## config.mk

```make
export PLATFORM = sky130hd
export DESIGN_NAME = frame_fifo_top
export DESIGN_NICKNAME = d
export VERILOG_FILES = /design/src/rtl/frame_fifo_pkg.sv /design/src/rtl/frame_mem_if.sv /design/src/rtl/frame_fifo_ctrl.sv /design/src/rtl/frame_ram.sv /design/src/rtl/axis_out_stage.sv /design/src/rtl/frame_stats.sv /design/src/rtl/frame_fifo_top.sv
export VERILOG_INCLUDE_DIRS = /design/src /design/src/rtl
export SDC_FILE = /design/constraint.sdc
export NUM_CORES = 1
export LEC_CHECK = 0
export ABC_AREA = 1
export BUFFER_PORTS_ARGS = -buffer_cell sky130_fd_sc_hd__buf_2
export CAP_MARGIN = 15
export CORE_MARGIN = 10
export CORE_UTILIZATION = 55
export CTS_BUF_LIST = sky130_fd_sc_hd__clkbuf_16
export DETAILED_ROUTE_END_ITERATION = 7
export HOLD_SLACK_MARGIN = 0.12
export PLACE_DENSITY = 0.84
export RECOVER_POWER = 25
export SLEW_MARGIN = 0
export SYNTH_ARGS = -nofsm -noshare
export SYNTH_HDL_FRONTEND = slang
export SYNTH_SLANG_ARGS = --single-unit
export TNS_END_PERCENT = 10
```

## constraint.sdc

```tcl
create_clock -name clk -period 2.9 [get_ports clk]
set_input_delay 0.725 -clock clk [delete_from_list [all_inputs] [get_ports clk]]
set_output_delay 0.725 -clock clk [all_outputs]
set_load 0.01 [all_outputs]
```

## src/rtl/frame_fifo_params.svh

```systemverilog
`ifndef FRAME_FIFO_PARAMS_SVH
`define FRAME_FIFO_PARAMS_SVH

// Buffer depth is 2**FIFO_ADDR_WIDTH entries
`define FIFO_ADDR_WIDTH 4

`define FIFO_DATA_WIDTH 8

// Width of each statistics counter
`define FIFO_STAT_WIDTH 16

`endif

```

## src/rtl/frame_fifo_pkg.sv

```systemverilog
`include "frame_fifo_params.svh"

package frame_fifo_pkg;

  // ----------------------------------------------------------
  // RAM word, one beat
  // ----------------------------------------------------------
  typedef struct packed {
    logic                        last;
    logic [`FIFO_DATA_WIDTH-1:0] data;
  } fifo_entry_t;

  // ----------------------------------------------------------
  // Frame outcome pulses, one cycle each
  // ----------------------------------------------------------
  typedef struct packed {
    // good frame committed
    logic commit;
    // frame ended while dropping for lack of room
    logic drop_full;
    // frame ended with tuser set
    logic drop_bad;
  } frame_event_t;

endpackage

```

## src/rtl/frame_mem_if.sv

```systemverilog
`timescale 1ns/1ps
`include "frame_fifo_params.svh"

interface frame_mem_if;
  import frame_fifo_pkg::*;

  // Write port
  logic                        wr_en;
  logic [`FIFO_ADDR_WIDTH-1:0] wr_addr;
  fifo_entry_t                 wr_entry;

  // Read port, combinational data
  logic [`FIFO_ADDR_WIDTH-1:0] rd_addr;
  fifo_entry_t                 rd_entry;

  modport ctrl (
    output wr_en,
    output wr_addr,
    output wr_entry,
    output rd_addr,
    input  rd_entry
  );

  modport ram (
    input  wr_en,
    input  wr_addr,
    input  wr_entry,
    input  rd_addr,
    output rd_entry
  );

endinterface

```

## src/rtl/frame_fifo_ctrl.sv

```systemverilog
`timescale 1ns/1ps
`include "frame_fifo_params.svh"

module frame_fifo_ctrl (
  input  logic                          clk,
  input  logic                          rst,
  input  logic [`FIFO_DATA_WIDTH-1:0]   in_data,
  input  logic                          in_valid,
  input  logic                          in_last,
  input  logic                          in_user,
  input  logic                          accept,
  output logic                          load,
  output logic                          drop_frame,
  output frame_fifo_pkg::frame_event_t  events,
  frame_mem_if.ctrl                     mem
);
  import frame_fifo_pkg::*;

  localparam int AW = `FIFO_ADDR_WIDTH;
  localparam logic [AW:0] PTR_ONE = 1;

  // Pointers carry one wrap bit above the address
  logic [AW:0] wr_ptr_commit;
  logic [AW:0] wr_ptr_cur;
  logic [AW:0] rd_ptr;

  logic full;
  logic full_cur;
  logic empty;
  logic drop_beat;
  logic write;
  logic read;

  frame_event_t events_next;

  // ----------------------------------------------------------
  // Occupancy
  // ----------------------------------------------------------
  // Every written beat counts, committed or not
  assign full = (wr_ptr_cur[AW] != rd_ptr[AW]) &&
                (wr_ptr_cur[AW-1:0] == rd_ptr[AW-1:0]);

  // Current frame alone spans the whole depth
  assign full_cur = (wr_ptr_cur[AW] != wr_ptr_commit[AW]) &&
                    (wr_ptr_cur[AW-1:0] == wr_ptr_commit[AW-1:0]);

  // Reader only sees committed frames
  assign empty = (wr_ptr_commit == rd_ptr);

  assign drop_beat = in_valid && (full || full_cur || drop_frame);
  assign write     = in_valid && !drop_beat;

  assign read = accept && !empty;
  assign load = read;

  // ----------------------------------------------------------
  // RAM access
  // ----------------------------------------------------------
  assign mem.wr_en    = write;
  assign mem.wr_addr  = wr_ptr_cur[AW-1:0];
  assign mem.wr_entry = '{last: in_last, data: in_data};
  assign mem.rd_addr  = rd_ptr[AW-1:0];

  // ----------------------------------------------------------
  // Write side, commit and rollback
  // ----------------------------------------------------------
  always_ff @(posedge clk) begin
    if (rst) begin
      wr_ptr_commit <= '0;
      wr_ptr_cur    <= '0;
      drop_frame    <= 1'b0;
    end else if (in_valid) begin
      if (drop_beat) begin
        // Stay in drop state until tlast, then discard
        drop_frame <= !in_last;
        if (in_last) begin
          wr_ptr_cur <= wr_ptr_commit;
        end
      end else if (in_last) begin
        if (in_user) begin
          wr_ptr_cur <= wr_ptr_commit;
        end else begin
          wr_ptr_cur    <= wr_ptr_cur + PTR_ONE;
          wr_ptr_commit <= wr_ptr_cur + PTR_ONE;
        end
      end else begin
        wr_ptr_cur <= wr_ptr_cur + PTR_ONE;
      end
    end
  end

  // ----------------------------------------------------------
  // Read side
  // ----------------------------------------------------------
  always_ff @(posedge clk) begin
    if (rst) begin
      rd_ptr <= '0;
    end else if (read) begin
      rd_ptr <= rd_ptr + PTR_ONE;
    end
  end

  // ----------------------------------------------------------
  // Frame outcome events
  // ----------------------------------------------------------
  always_comb begin
    events_next = '0;
    if (in_valid && in_last) begin
      // Full drop takes priority over a bad flag
      if (drop_beat) begin
        events_next.drop_full = 1'b1;
      end else if (in_user) begin
        events_next.drop_bad = 1'b1;
      end else begin
        events_next.commit = 1'b1;
      end
    end
  end

  always_ff @(posedge clk) begin
    if (rst) begin
      events <= '0;
    end else begin
      events <= events_next;
    end
  end

endmodule

```

## src/rtl/frame_ram.sv

```systemverilog
`timescale 1ns/1ps
`include "frame_fifo_params.svh"

module frame_ram (
  input  logic     clk,
  frame_mem_if.ram mem
);
  import frame_fifo_pkg::*;

  localparam int DEPTH = 2 ** `FIFO_ADDR_WIDTH;

  fifo_entry_t store [DEPTH];

  // ----------------------------------------------------------
  // Synchronous write
  // ----------------------------------------------------------
  always_ff @(posedge clk) begin
    if (mem.wr_en) begin
      store[mem.wr_addr] <= mem.wr_entry;
    end
  end

  // ----------------------------------------------------------
  // Asynchronous read
  // ----------------------------------------------------------
  // ctrl never writes a committed slot, so no bypass is needed
  assign mem.rd_entry = store[mem.rd_addr];

endmodule

```

## src/rtl/axis_out_stage.sv

```systemverilog
`timescale 1ns/1ps
`include "frame_fifo_params.svh"

module axis_out_stage (
  input  logic                         clk,
  input  logic                         rst,
  input  logic                         load,
  input  frame_fifo_pkg::fifo_entry_t  entry,
  input  logic                         out_ready,
  output logic                         accept,
  output logic [`FIFO_DATA_WIDTH-1:0]  out_data,
  output logic                         out_valid,
  output logic                         out_last
);
  import frame_fifo_pkg::*;

  fifo_entry_t entry_q;

  // Stage can take a new beat when empty or being drained
  assign accept = !out_valid || out_ready;

  // ----------------------------------------------------------
  // Valid bit
  // ----------------------------------------------------------
  always_ff @(posedge clk) begin
    if (rst) begin
      out_valid <= 1'b0;
    end else if (accept) begin
      out_valid <= load;
    end
  end

  // ----------------------------------------------------------
  // Beat register
  // ----------------------------------------------------------
  // Holds under a stall since accept is low
  always_ff @(posedge clk) begin
    if (accept && load) begin
      entry_q <= entry;
    end
  end

  assign out_data = entry_q.data;
  assign out_last = entry_q.last;

endmodule

```

## src/rtl/frame_stats.sv

```systemverilog
`timescale 1ns/1ps
`include "frame_fifo_params.svh"

module frame_stats (
  input  logic                          clk,
  input  logic                          rst,
  input  frame_fifo_pkg::frame_event_t  events,
  output logic [`FIFO_STAT_WIDTH-1:0]   frames_committed,
  output logic [`FIFO_STAT_WIDTH-1:0]   frames_dropped_full,
  output logic [`FIFO_STAT_WIDTH-1:0]   frames_dropped_bad
);

  localparam int SW = `FIFO_STAT_WIDTH;
  localparam int NUM_CNT = 3;
  localparam logic [SW-1:0] CNT_MAX = '1;
  localparam logic [SW-1:0] CNT_ONE = 1;

  logic [NUM_CNT-1:0] pulse;
  logic [SW-1:0]      cnt [NUM_CNT];

  // Index 0 commit, 1 full drop, 2 bad drop
  assign pulse = {events.drop_bad, events.drop_full, events.commit};

  // ----------------------------------------------------------
  // Saturating counters
  // ----------------------------------------------------------
  always_ff @(posedge clk) begin
    if (rst) begin
      for (int i = 0; i < NUM_CNT; i++) begin
        cnt[i] <= '0;
      end
    end else begin
      for (int i = 0; i < NUM_CNT; i++) begin
        if (pulse[i] && (cnt[i] != CNT_MAX)) begin
          cnt[i] <= cnt[i] + CNT_ONE;
        end
      end
    end
  end

  assign frames_committed    = cnt[0];
  assign frames_dropped_full = cnt[1];
  assign frames_dropped_bad  = cnt[2];

endmodule

```

## src/rtl/frame_fifo_top.sv

```systemverilog
`timescale 1ns/1ps
`include "frame_fifo_params.svh"

module frame_fifo_top (
  input  logic                         clk,
  input  logic                         rst,

  // Ingress, no ready
  input  logic [`FIFO_DATA_WIDTH-1:0]  in_data,
  input  logic                         in_valid,
  input  logic                         in_last,
  input  logic                         in_user,

  // Egress
  output logic [`FIFO_DATA_WIDTH-1:0]  out_data,
  output logic                         out_valid,
  input  logic                         out_ready,
  output logic                         out_last,

  // Status
  output logic                         drop_frame,
  output logic [`FIFO_STAT_WIDTH-1:0]  frames_committed,
  output logic [`FIFO_STAT_WIDTH-1:0]  frames_dropped_full,
  output logic [`FIFO_STAT_WIDTH-1:0]  frames_dropped_bad
);
  import frame_fifo_pkg::*;

  logic         load;
  logic         accept;
  frame_event_t events;

  frame_mem_if mem_if ();

  // ----------------------------------------------------------
  // Control core
  // ----------------------------------------------------------
  frame_fifo_ctrl i_ctrl (
    .clk        (clk),
    .rst        (rst),
    .in_data    (in_data),
    .in_valid   (in_valid),
    .in_last    (in_last),
    .in_user    (in_user),
    .accept     (accept),
    .load       (load),
    .drop_frame (drop_frame),
    .events     (events),
    .mem        (mem_if.ctrl)
  );

  frame_ram i_ram (
    .clk (clk),
    .mem (mem_if.ram)
  );

  // ----------------------------------------------------------
  // Egress register and counters
  // ----------------------------------------------------------
  // Out stage reads the RAM word addressed by ctrl
  axis_out_stage i_out_stage (
    .clk       (clk),
    .rst       (rst),
    .load      (load),
    .entry     (mem_if.rd_entry),
    .out_ready (out_ready),
    .accept    (accept),
    .out_data  (out_data),
    .out_valid (out_valid),
    .out_last  (out_last)
  );

  frame_stats i_stats (
    .clk                 (clk),
    .rst                 (rst),
    .events              (events),
    .frames_committed    (frames_committed),
    .frames_dropped_full (frames_dropped_full),
    .frames_dropped_bad  (frames_dropped_bad)
  );

endmodule

```

# After elaboration in Yosys (flattened, before gate mapping)
# Memory sizes are Yosys's and may differ from the RTL's. A register that Yosys moved wholly into a read port is not among the register bits.
# Cells that the tools add are included.
# W data, S select, Z words.
[classes]
n_addsub = 5
reduce_logical = 22
bitwise = 5
muxes = 23
eq_ne = 9
[op_table]
columns = ["operator", "count"]
rows = [
  ["$add A16 B1 Y16 const B", 3],
  ["$mux W16", 3],
  ["$ne A16 B16 Y1 const B", 3],
  ["$mux W5", 4],
  ["$mux W1", 16],
  ["$add A5 B1 Y5 const B", 2],
  ["$logic_and A1 B1 Y1", 10],
  ["$eq A4 B4 Y1", 2],
  ["$eq A5 B5 Y1", 1],
  ["$logic_not A1 Y1", 4],
  ["$reduce_and A2 Y1", 2],
  ["$logic_or A1 B1 Y1", 3],
  ["$or A1 B1 Y1", 3],
  ["$reduce_and A3 Y1", 1],
  ["$reduce_or A3 Y1", 1],
  ["$ne A1 B1 Y1", 2],
  ["$ne A2 B2 Y1 const B", 1],
  ["$not A1 Y1", 2],
  ["$reduce_or A2 Y1", 1],
]
[totals]
mem_count = 2
out_inout_bits = 59
ramBits = 192
ff_bits = 20
[mem_list]
columns = ["name", "words", "width", "rd", "rd_clocked_by_memory_dff", "write_ports", "line", "rtl"]
rows = [
  ["i_ram.store", 16, 9, 1, 1, 1, "frame_ram.sv:12", "fifo_entry_t store [DEPTH];"],
  ["i_stats.cnt", 3, 16, 3, 0, 3, "frame_stats.sv:19", "logic [SW-1:0] cnt [NUM_CNT];"],
]

# Longest topological paths before layout
# Gate-level depths: netlist of run 1.
[logic_depth]
ltp_word = 9
mapped_depth = 13
ltp_nobuf = 12

# Cells and area by module
# A second synthesis of run 1 with hierarchy kept.
[hier_totals]
hier_cells = 1154
hier_area_um2 = 10765.3
[modules_own_cells]
columns = ["module", "area_per_inst_um2", "seq_area_each_um2", "cells_each", "instances"]
rows = [
  ["frame_ram", 6322.3, 4324.1, 606, 1],
  ["frame_stats", 2737.6, 1441.4, 314, 1],
  ["frame_fifo_ctrl", 1387.6, 380.4, 219, 1],
  ["axis_out_stage", 317.8, 290.3, 15, 1],
]

# Least setup slack after synthesis of run 1
# No wires, ideal clock.
[synth_timing]
path_kind = "input -> register"
from = "in in_valid"
to = "mem i_ram.store[0][0] (netlist bit), enable pin"
path_stages = 5
setup_slack_ns = 0.670
n_path_buf = 1
setup_time_ns = 0.374
arrival_time_ns = 1.856
path_cell_list = "clkbuf_1 -> inv_1 -> nor2_4 -> nand2_1 -> nor2_1"
[synth_between]
elab_chain_cells = 5
[synth_lines]
columns = ["element", "line", "rtl"]
rows = [
  ["start: declaration", "frame_fifo_top.sv:10", "input logic in_valid,"],
  ["$logic_and A1 B1 Y1", "frame_fifo_ctrl.sv:50", "assign drop_beat = in_valid && (full || full_cur || drop_frame);"],
  ["$logic_not A1 Y1", "frame_fifo_ctrl.sv:51", "assign write = in_valid && !drop_beat;"],
  ["$logic_and A1 B1 Y1 *", "frame_fifo_ctrl.sv:51", ""],
  ["$mux W1 *", "frame_ram.sv:18", "if (mem.wr_en) begin"],
  ["$mux W1 (implied by the code) *", "frame_ram.sv:19", "store[mem.wr_addr] <= mem.wr_entry;"],
  ["end: declaration", "frame_ram.sv:12", ""],
]
# Mark *: on every way between the ends. The rest lies on a longest branch, timed or not.

# Final worst setup path of run 1
[layout_timing]
from = "reg i_ctrl.wr_ptr_cur[0]"
to = "mem i_ram.store[3][5] (netlist bit), enable pin"
[layout_between]
elab_chain_cells = 9
elab_cells_between_ends = 11
cone_classes = "eq/ne (2); mux (2); reduce/logical (7)"
[layout_lines]
columns = ["element", "line", "rtl"]
rows = [
  ["start: declaration", "frame_fifo_ctrl.sv:24", "logic [AW:0] wr_ptr_cur;"],
  ["start signal: assignment", "frame_fifo_ctrl.sv:77", "wr_ptr_cur <= wr_ptr_commit;"],
  ["start signal: assignment", "frame_fifo_ctrl.sv:81", "wr_ptr_cur <= wr_ptr_commit;"],
  ["start signal: assignment", "frame_fifo_ctrl.sv:83", "wr_ptr_cur <= wr_ptr_cur + PTR_ONE;"],
  ["$eq A4 B4 Y1, on equally long branches", "frame_fifo_ctrl.sv:41, frame_fifo_ctrl.sv:45", ""],
  ["$logic_and A1 B1 Y1, on equally long branches", "frame_fifo_ctrl.sv:40, frame_fifo_ctrl.sv:44", ""],
  ["$logic_or A1 B1 Y1 (2 in series)", "frame_fifo_ctrl.sv:50", ""],
  ["$logic_and A1 B1 Y1", "frame_fifo_ctrl.sv:50", ""],
  ["$logic_not A1 Y1", "frame_fifo_ctrl.sv:51", ""],
  ["$logic_and A1 B1 Y1", "frame_fifo_ctrl.sv:51", ""],
  ["$mux W1", "frame_ram.sv:18", ""],
  ["$mux W1 (implied by the code)", "frame_ram.sv:19", ""],
]
# Parallel ways exist; a longest one is shown, timed or not.

==> impl_metrics.csv, run 1 <==
group,metric,value,unit
clock_tree,cts_tree,"yes",
yosys,yosysTopAreaCellShare,0.616,
global_route,grt_pass1_vias,6955,
place,gp_congestion,0.909,
worst_setup_path,critical_path_class,"flip-flop to flip-flop",
cells_and_area,syn_to_final_growth,13.7,%
yosys,synthCells,908,
yosys,synthMuxAreaShare,0,
clock_tree,clock_latency,520,ps
die,core-area,0.0174,mm^2
yosys,netlist_top_cells_area,"edfxtp_1, nor2_1, nand2_1, o21ai_0, dfxtp_1",
routing,via_per_inst,5.76,
yosys,synthAdderAreaFrac,0.0102,
worst_setup_path,slowest_delay,440,ps
timing,fin_crit_sh,0.797,
die,io-pin-count,73,
worst_hold_path,hp-class,"flip-flop to flip-flop",
clock_tree,cts_buffers,23,
yosys,synth_nets,930,
cells_and_area,drive_above_1_share,0.138,
power,power.internal,5960,uW
worst_setup_path,path_common_cell,"nand2_1",
place,dp_slack,597,ps
power,power_frac_clock,0.327,
clock_tree,post_cts_buffers,0,
clock_tree,cts-resized-gates,0,
yosys,syn_area,0.00980,mm^2
die,die_h,153,um
worst_setup_path,critPathCaptureType,"flip-flop",
worst_setup_path,timing.rr.start,"i_ctrl.wr_ptr_cur[0]",
place,dp_hpwl,14.3,mm
cells_and_area,design_area,0.0111,mm^2
power,seqPwrFrac,0.451,
routing,drcViolationCount,0,
worst_setup_path,cp.buffers_inverters,2,
cells_and_area,diodes,0,
global_route,track_usage,0.186,
die,die_x,153,um
global_route,grt.overflow.total,0,
routing,drtIter0Drc,888,
yosys,synth_top_family_by_area,"simple AND/OR/NAND/NOR gates",
global_route,grt_pass1_wl,36.3,mm
power,power.share.switching,0.315,
power,p_leak,0.00414,uW
yosys,synth_seq_cells,221,
worst_setup_path,critPathTopFamily,"simple AND/OR/NAND/NOR gates",
yosys,postSynth.asyncResetShare,0,
yosys,synthTopCellsByCount,"edfxtp_1, nor2_1, nand2_1, o21ai_0, inv_1",
worst_setup_path,r2r_slack,590,ps
outcome,status,"complete, no violations",
clock_tree,cts_root_buf,"clkbuf_16",
worst_setup_path,cp.required,3130,ps
timing,setup_viol,0,
yosys,synth_cell_types,38,
yosys,ys_seq_area_frac,0.657,
timing,tns,0,ps
routing,avgRoutedWirePerCell,18.6,um
timing,rsz0062_at_grt,"false",
worst_setup_path,r2r_cells,11,
die,row_count,48,
clock_tree,numClockSinks,221,
power,comb_power_share,0.222,
cells_and_area,fillers,1255,
routing,wl,22.9,mm
place,portBuffers,72,
worst_setup_path,cp-start-kind,"flip-flop",
timing,tightest_slew,816,ps
timing,max_freq,0.433,GHz
routing,vias,7086,
worst_setup_path,cp-startpoint,"i_ctrl.wr_ptr_cur[0]",
timing,fin_worst_skew,11.3,ps
clock_tree,clk_pin_slew_worst_paths,60,ps
timing,fin_crit,2310,ps
worst_setup_path,crit_fanout,10,
power,ir_drop,0.461,mV
worst_setup_path,path_depth,11,
routing,drtAntennaViolNets,0,
cells_and_area,register_area,0.00644,mm^2
cells_and_area,multi_input_area,0.00293,mm^2
yosys,synth-xor-area-share,0.0313,
place,place_area,0.0104,mm^2
yosys,synth_compound_area_frac,0.0883,
yosys,syn_area_per_cell,10.8,um^2
yosys,yosys.area_share.simple,0.169,
clock_tree,htreeDepth,1,
worst_setup_path,endpoint,"i_ram.store[3][5]",
job,drv_cap,0,
routing,first_pass_iters,5,
power,switching_power,2740,uW
yosys,ys_warn_count,0,
die,initial_utilization,0.564,
timing,finalHoldViolations,0,
timing,fin_ws,589,ps
yosys,synth.most_common_cell,"edfxtp_1",
timing,slew_headroom,0.454,
global_route,antenna_found_initial,0,
cells_and_area,finalNetCount,1011,
timing,finalMaxSlewViolations,0,
clock_tree,clock_path_buffers,3,
yosys,synth_ff_type,"edfxtp_1",
worst_setup_path,r2r_end,"i_ram.store[3][5]",
clock_tree,cts_hold_buf,0,
worst_setup_path,cp_cell_sequence,"inv_1 > nand2_1 > nand2_1 > nand2_1 > nor2_1 > nand2_2 > nand3_4 > nor2_4 > nand2_1 > nor2_1 > buf_4",
worst_setup_path,critPathArrivalTime,2540,ps
worst_setup_path,critical_path.slowest_cell,"dfxtp_1",
power,power_density,781,mW/mm^2
die,die_area,0.0235,mm^2
global_route,grt_max_degree,76,
yosys,yosysTopAreaCell,"edfxtp_1",
yosys,synth-edff-count,201,
per-stage QoR:
| stage | util | hold WS (ps) | std cells | total power [uW] |
|---|---|---|---|---|
| after floorplan | - | 479 | 908 | 5220 |
| after global placement | 0.600 | 483 | 1189 | 5800 |
| after detailed placement | 0.600 | 484 | 1189 | 5850 |
| after CTS | 0.642 | 494 | 1230 | 8690 |
| after global routing | 0.642 | 530 | 1230 | 9070 |
| final | 0.642 | 488 | 1230 | 8700 |
worst min-delay path by stage:
stage / start / to / slack (ps) / cells past startpoint
after floorplan: i_ctrl.wr_ptr_commit[2] / i_ctrl.wr_ptr_commit[2] / 480 / 2
after global placement: i_ctrl.drop_frame / i_ctrl.drop_frame / 480 / 2
after detailed placement: i_ctrl.drop_frame / i_ctrl.drop_frame / 480 / 2
after CTS: i_ctrl.drop_frame / i_ctrl.drop_frame / 490 / 2
after global routing: i_ctrl.drop_frame / i_ctrl.drop_frame / 530 / 2
final: i_ctrl.drop_frame / i_ctrl.drop_frame / 490 / 2
cell type report:
| cell class | instances | area share |
|---|---|---|
| Clock buffer | 23 | 0.0517 |
| Timing Repair Buffer | 94 | 0.0463 |
| Tap cell | 225 | 0.0253 |
| Sequential cell | 221 | 0.578 |
| Multi-Input combinational cell | 584 | 0.263 |
| Inverter | 65 | 0.0219 |
| Clock inverter | 18 | 0.0138 |
cells in the final DEF (no fill, tap or decap), types with 3 or more instances in the layout:
cell and instances:
nor2_1 161, clkinv_2 3, a21oi_1 28, nor3_1 12
inv_1 63, ha_1 8, o221ai_1 15, xnor2_1 13
o21ai_1 4, clkinv_1 7, dfxtp_1 19, nand2_2 3
inv_2 4, buf_2 64, or2_0 3, o211ai_1 3
nand3_1 46, xor2_1 22, clkbuf_16 23, or2_2 3
nand4_1 14, edfxtp_1 201, clkbuf_1 8, nand2_1 133
buf_4 22, o22ai_1 21, o21ai_0 81
power by group through the flow:
stage / Sequential, uW / Clock (uW) / Combinational (uW)
global route: 3950 / 3000 / 2130
detailed placement: 3980 / 0 / 1870
finish: 3920 / 2850 / 1930
floorplan: 4000 / 0 / 1220
global placement: 3980 / 0 / 1820
CTS: 3920 / 2860 / 1910
registers in the layout, indices dropped and copies added (netlist names):
signal                 flops
i_out_stage.out_valid      1
i_out_stage.out_last       1
i_ctrl.wr_ptr_cur          5
i_ctrl.drop_frame          1
i_out_stage.out_data       8
i_stats.cnt               48
i_ctrl.events              3
i_ram.store              144
i_ctrl.wr_ptr_commit       5
i_ctrl.rd_ptr              5
routing by layer:
layer | wire [um] | GRT usage | vias to the layer above
li1 | - | - | 3332
met3 | 2270 | 0.0320 | 40
met1 | 8850 | 0.241 | 3328
met4 | 509 | 0.0670 | 0
met2 | 11300 | 0.307 | 386
met5 | 0 | 0 | -
worst min-delay path, delay by kind of cell, from the launching register on:
kind               cells  cell delay, ps
AOI/OAI and AO/OA      1              60
and+or+nand+nor        1              60
DFF                    1             320
kinds of logic after synthesis:
group,Yosys count
and+or+nand+nor,387
DFF,221
AOI/OAI and AO/OA,154
buffers and inverters,103
xor gates and xnor gates,35
adders and majority gates,8
(Power assumes the default switching activity.)
==> run 2, diff against run 1 <==
--- a/config.mk
+++ b/config.mk
@@ -10,11 +10,11 @@
 export BUFFER_PORTS_ARGS = -buffer_cell sky130_fd_sc_hd__buf_2
 export CAP_MARGIN = 15
 export CORE_MARGIN = 10
-export CORE_UTILIZATION = 55
+export CORE_UTILIZATION = 54
 export CTS_BUF_LIST = sky130_fd_sc_hd__clkbuf_16
 export DETAILED_ROUTE_END_ITERATION = 7
 export HOLD_SLACK_MARGIN = 0.12
-export PLACE_DENSITY = 0.84
+export PLACE_DENSITY = 0.86
 export RECOVER_POWER = 25
 export SLEW_MARGIN = 0
 export SYNTH_ARGS = -nofsm -noshare
==> constraint.sdc (replaced) <==
create_clock -name clk -period 2.02 [get_ports clk]
set_input_delay 0.505 -clock clk [delete_from_list [all_inputs] [get_ports clk]]
set_output_delay 0.505 -clock clk [all_outputs]
set_load 0.01 [all_outputs]
==> run 2 against run 1 <==
  * The flow now finishes with violations (setup timing)
  * Clock skew is 15 ps higher
  * Clock power is 53% higher
  * Critical path depth is 3 lower
  * Flip-flop and latch count stayed put
  * Setup slack worse by 680 ps
  * Critical endpoint is now i_ram.store[5][7]
==> impl_metrics.csv, run 2 (synthesis results as in run 1) <==
group,metric,value,unit
place,portBuffers,72,
routing,dr_wl_met2,12.1,mm
routing,wl,24.4,mm
power,p_leak,0.00446,uW
worst_hold_path,hp-start,"out_ready",
routing,drtAntennaViolNets,0,
routing,top_layer,"met4",
global_route,grt.overflow.total,0,
power,power_frac_clock,0.332,
routing,via_per_inst,5.78,
timing,setup_viol,45,
clock_tree,clock_latency,530,ps
worst_setup_path,critPathTopFamily,"simple AND/OR/NAND/NOR gates",
cells_and_area,largest_reg_flops,144,
timing,tightest_slew,807,ps
timing,slew_headroom,0.462,
timing,fin_worst_skew,25.9,ps
outcome,violations,"setup timing",
clock_tree,clk_pin_slew_worst_paths,60,ps
timing,rsz0062_at_grt,"true",
worst_setup_path,slowest_delay,440,ps
clock_tree,cts_tree,"yes",
power,seqPwrFrac,0.425,
timing,fin_crit_sh,1.04,
routing,first_pass_iters,5,
worst_setup_path,r2r_end,"i_ram.store[5][7]",
worst_setup_path,path_depth,8,
global_route,grt_max_degree,74,
global_route,track_usage,0.190,
job,drv_cap,0,
worst_setup_path,critPathArrivalTime,2280,ps
die,die_area,0.0239,mm^2
timing,max_freq,0.475,GHz
worst_setup_path,r2r_cells,8,
die,die_h,155,um
timing,fin_crit,2110,ps
worst_setup_path,crit_fanout,9,
cells_and_area,top_register,"i_ram.store",
worst_setup_path,endpoint,"i_ram.store[5][7]",
timing,tns,-1190,ps
clock_tree,numClockSinks,221,
cells_and_area,fillers,1237,
worst_setup_path,timing.rr.start,"i_ctrl.wr_ptr_cur[4]",
worst_setup_path,r2r_slack,-90,ps
power,power.internal,9010,uW
clock_tree,clock_path_buffers,3,
power,power_density,1110,mW/mm^2
routing,wl_met3,2.26,mm
die,io-pin-count,73,
power,ir_drop,0.623,mV
global_route,grt_pass1_vias,7253,
clock_tree,cts_root_buf,"clkbuf_16",
worst_setup_path,cp-start-kind,"flip-flop",
cells_and_area,register_area,0.00644,mm^2
worst_setup_path,cp_cell_sequence,"nand2_1 > nand2_1 > nor2_1 > nand3_1 > nand3_4 > nor2_4 > nand2_1 > nor2_4",
die,row_count,49,
routing,drcViolationCount,0,
die,die_x,155,um
routing,wl_met1,9.34,mm
clock_tree,htreeDepth,1,
clock_tree,cts_hold_buf,0,
timing,finalMaxSlewViolations,0,
die,core-area,0.0179,mm^2
worst_setup_path,path_common_cell,"nand2_1",
die,initial_utilization,0.547,
power,finalPower,13100,uW
worst_setup_path,critical_path_class,"flip-flop to flip-flop",
place,dp_hpwl,15.2,mm
worst_setup_path,cp.buffers_inverters,0,
routing,avgRoutedWirePerCell,19.0,um
worst_setup_path,cp.required,2200,ps
cells_and_area,drive_above_1_share,0.209,
cells_and_area,finalNetCount,1060,
cells_and_area,multi_input_area,0.00312,mm^2
global_route,grt_pass1_wl,37.6,mm
routing,drtIter0Drc,836,
cells_and_area,final_cell_mix,"edfxtp_1, nor2_1, nand2_1",
outcome,status,"complete, but fails checks",
worst_setup_path,cp-startpoint,"i_ctrl.wr_ptr_cur[4]",
timing,finalHoldViolations,0,
timing,fin_ws,-87.1,ps
global_route,antenna_found_initial,0,
clock_tree,cts_buffers,23,
place,gp_congestion,0.903,
cells_and_area,diodes,0,
cells_and_area,mostFrequentLayoutCell,"edfxtp_1",
place,dp_slack,-269,ps
routing,vias,7415,
worst_setup_path,critPathCaptureType,"flip-flop",
power,switching_power,4120,uW
power,comb_power_share,0.243,
worst_hold_path,hp-class,"input port to flip-flop",
power,power.share.switching,0.314,
worst_setup_path,critical_path.slowest_cell,"dfxtp_1",
cells_and_area,syn_to_final_growth,20.8,%
[run 2: cell types whose count changed in the layout (fill, tap and decap cells not counted), moves of 6 or more]
cell,previous run,this run
buf_4,22,63
nor2_1,161,144
nor2_4,1,17
buf_12,0,6
[run 2: cell type report]
class,count,area share
clock inverters,18,0.0172
clock buffers,23,0.0486
flip-flops and latches,221,0.544
well taps,229,0.0242
repair buffers,143,0.0819
multi-input cells,584,0.263
inverters,65,0.0206
[run 2: worst min path at each step]
stage                                    to  depth (start not counted)
CTS                   i_out_stage.out_valid                          4
finish                i_out_stage.out_valid                          4
detailed placement        i_ctrl.drop_frame                          2
global placement          i_ctrl.drop_frame                          2
global route          i_out_stage.out_valid                          4
floorplan           i_ctrl.wr_ptr_commit[2]                          2
[run 2: repair_timing]
| action | 4_1_cts | 5_1_grt |
|---|---|---|
| pin swaps | 0 | 5 |
| hold endpoints to repair | 0 | 0 |
| setup buffers | 0 | 6 |
| setup endpoints to repair | 205 | 197 |
| resized for setup | 23 | 25 |
| cloned | 0 | 0 |
[run 2: layer usage]
metal / vias to the layer above / global-route usage
met4: 0 / 0.0675
met3: 80 / 0.0430
li1: 3432 / -
met5: - / 0
met1: 3500 / 0.238
met2: 403 / 0.316
[run 2: power by group through the flow]
stage	registers, uW	logic [uW]	clock network, uW
after floorplan	5740	1760	0
after global placement	5660	2840	0
after detailed placement	5670	2950	0
after CTS	5580	3030	4390
after global routing	5620	3480	4570
final	5580	3190	4360
[run 2: tightest hold or removal path: stages]
cell and delay [ps]:
buf_2 90, inv_1 30, nand2_1 70, a21oi_1 70
[run 2: per-stage QoR]
step           instances  hold WS, ps  cell area, um^2  utilization
6_report            1283          319            11800        0.661
5_1_grt             1283          350            11800        0.661
4_1_cts             1277          309            11600        0.650
3_5_place_dp        1236          492            10800        0.602
3_3_place_gp        1236          477            10800        0.602
2_1_floorplan        908          479             9800            -
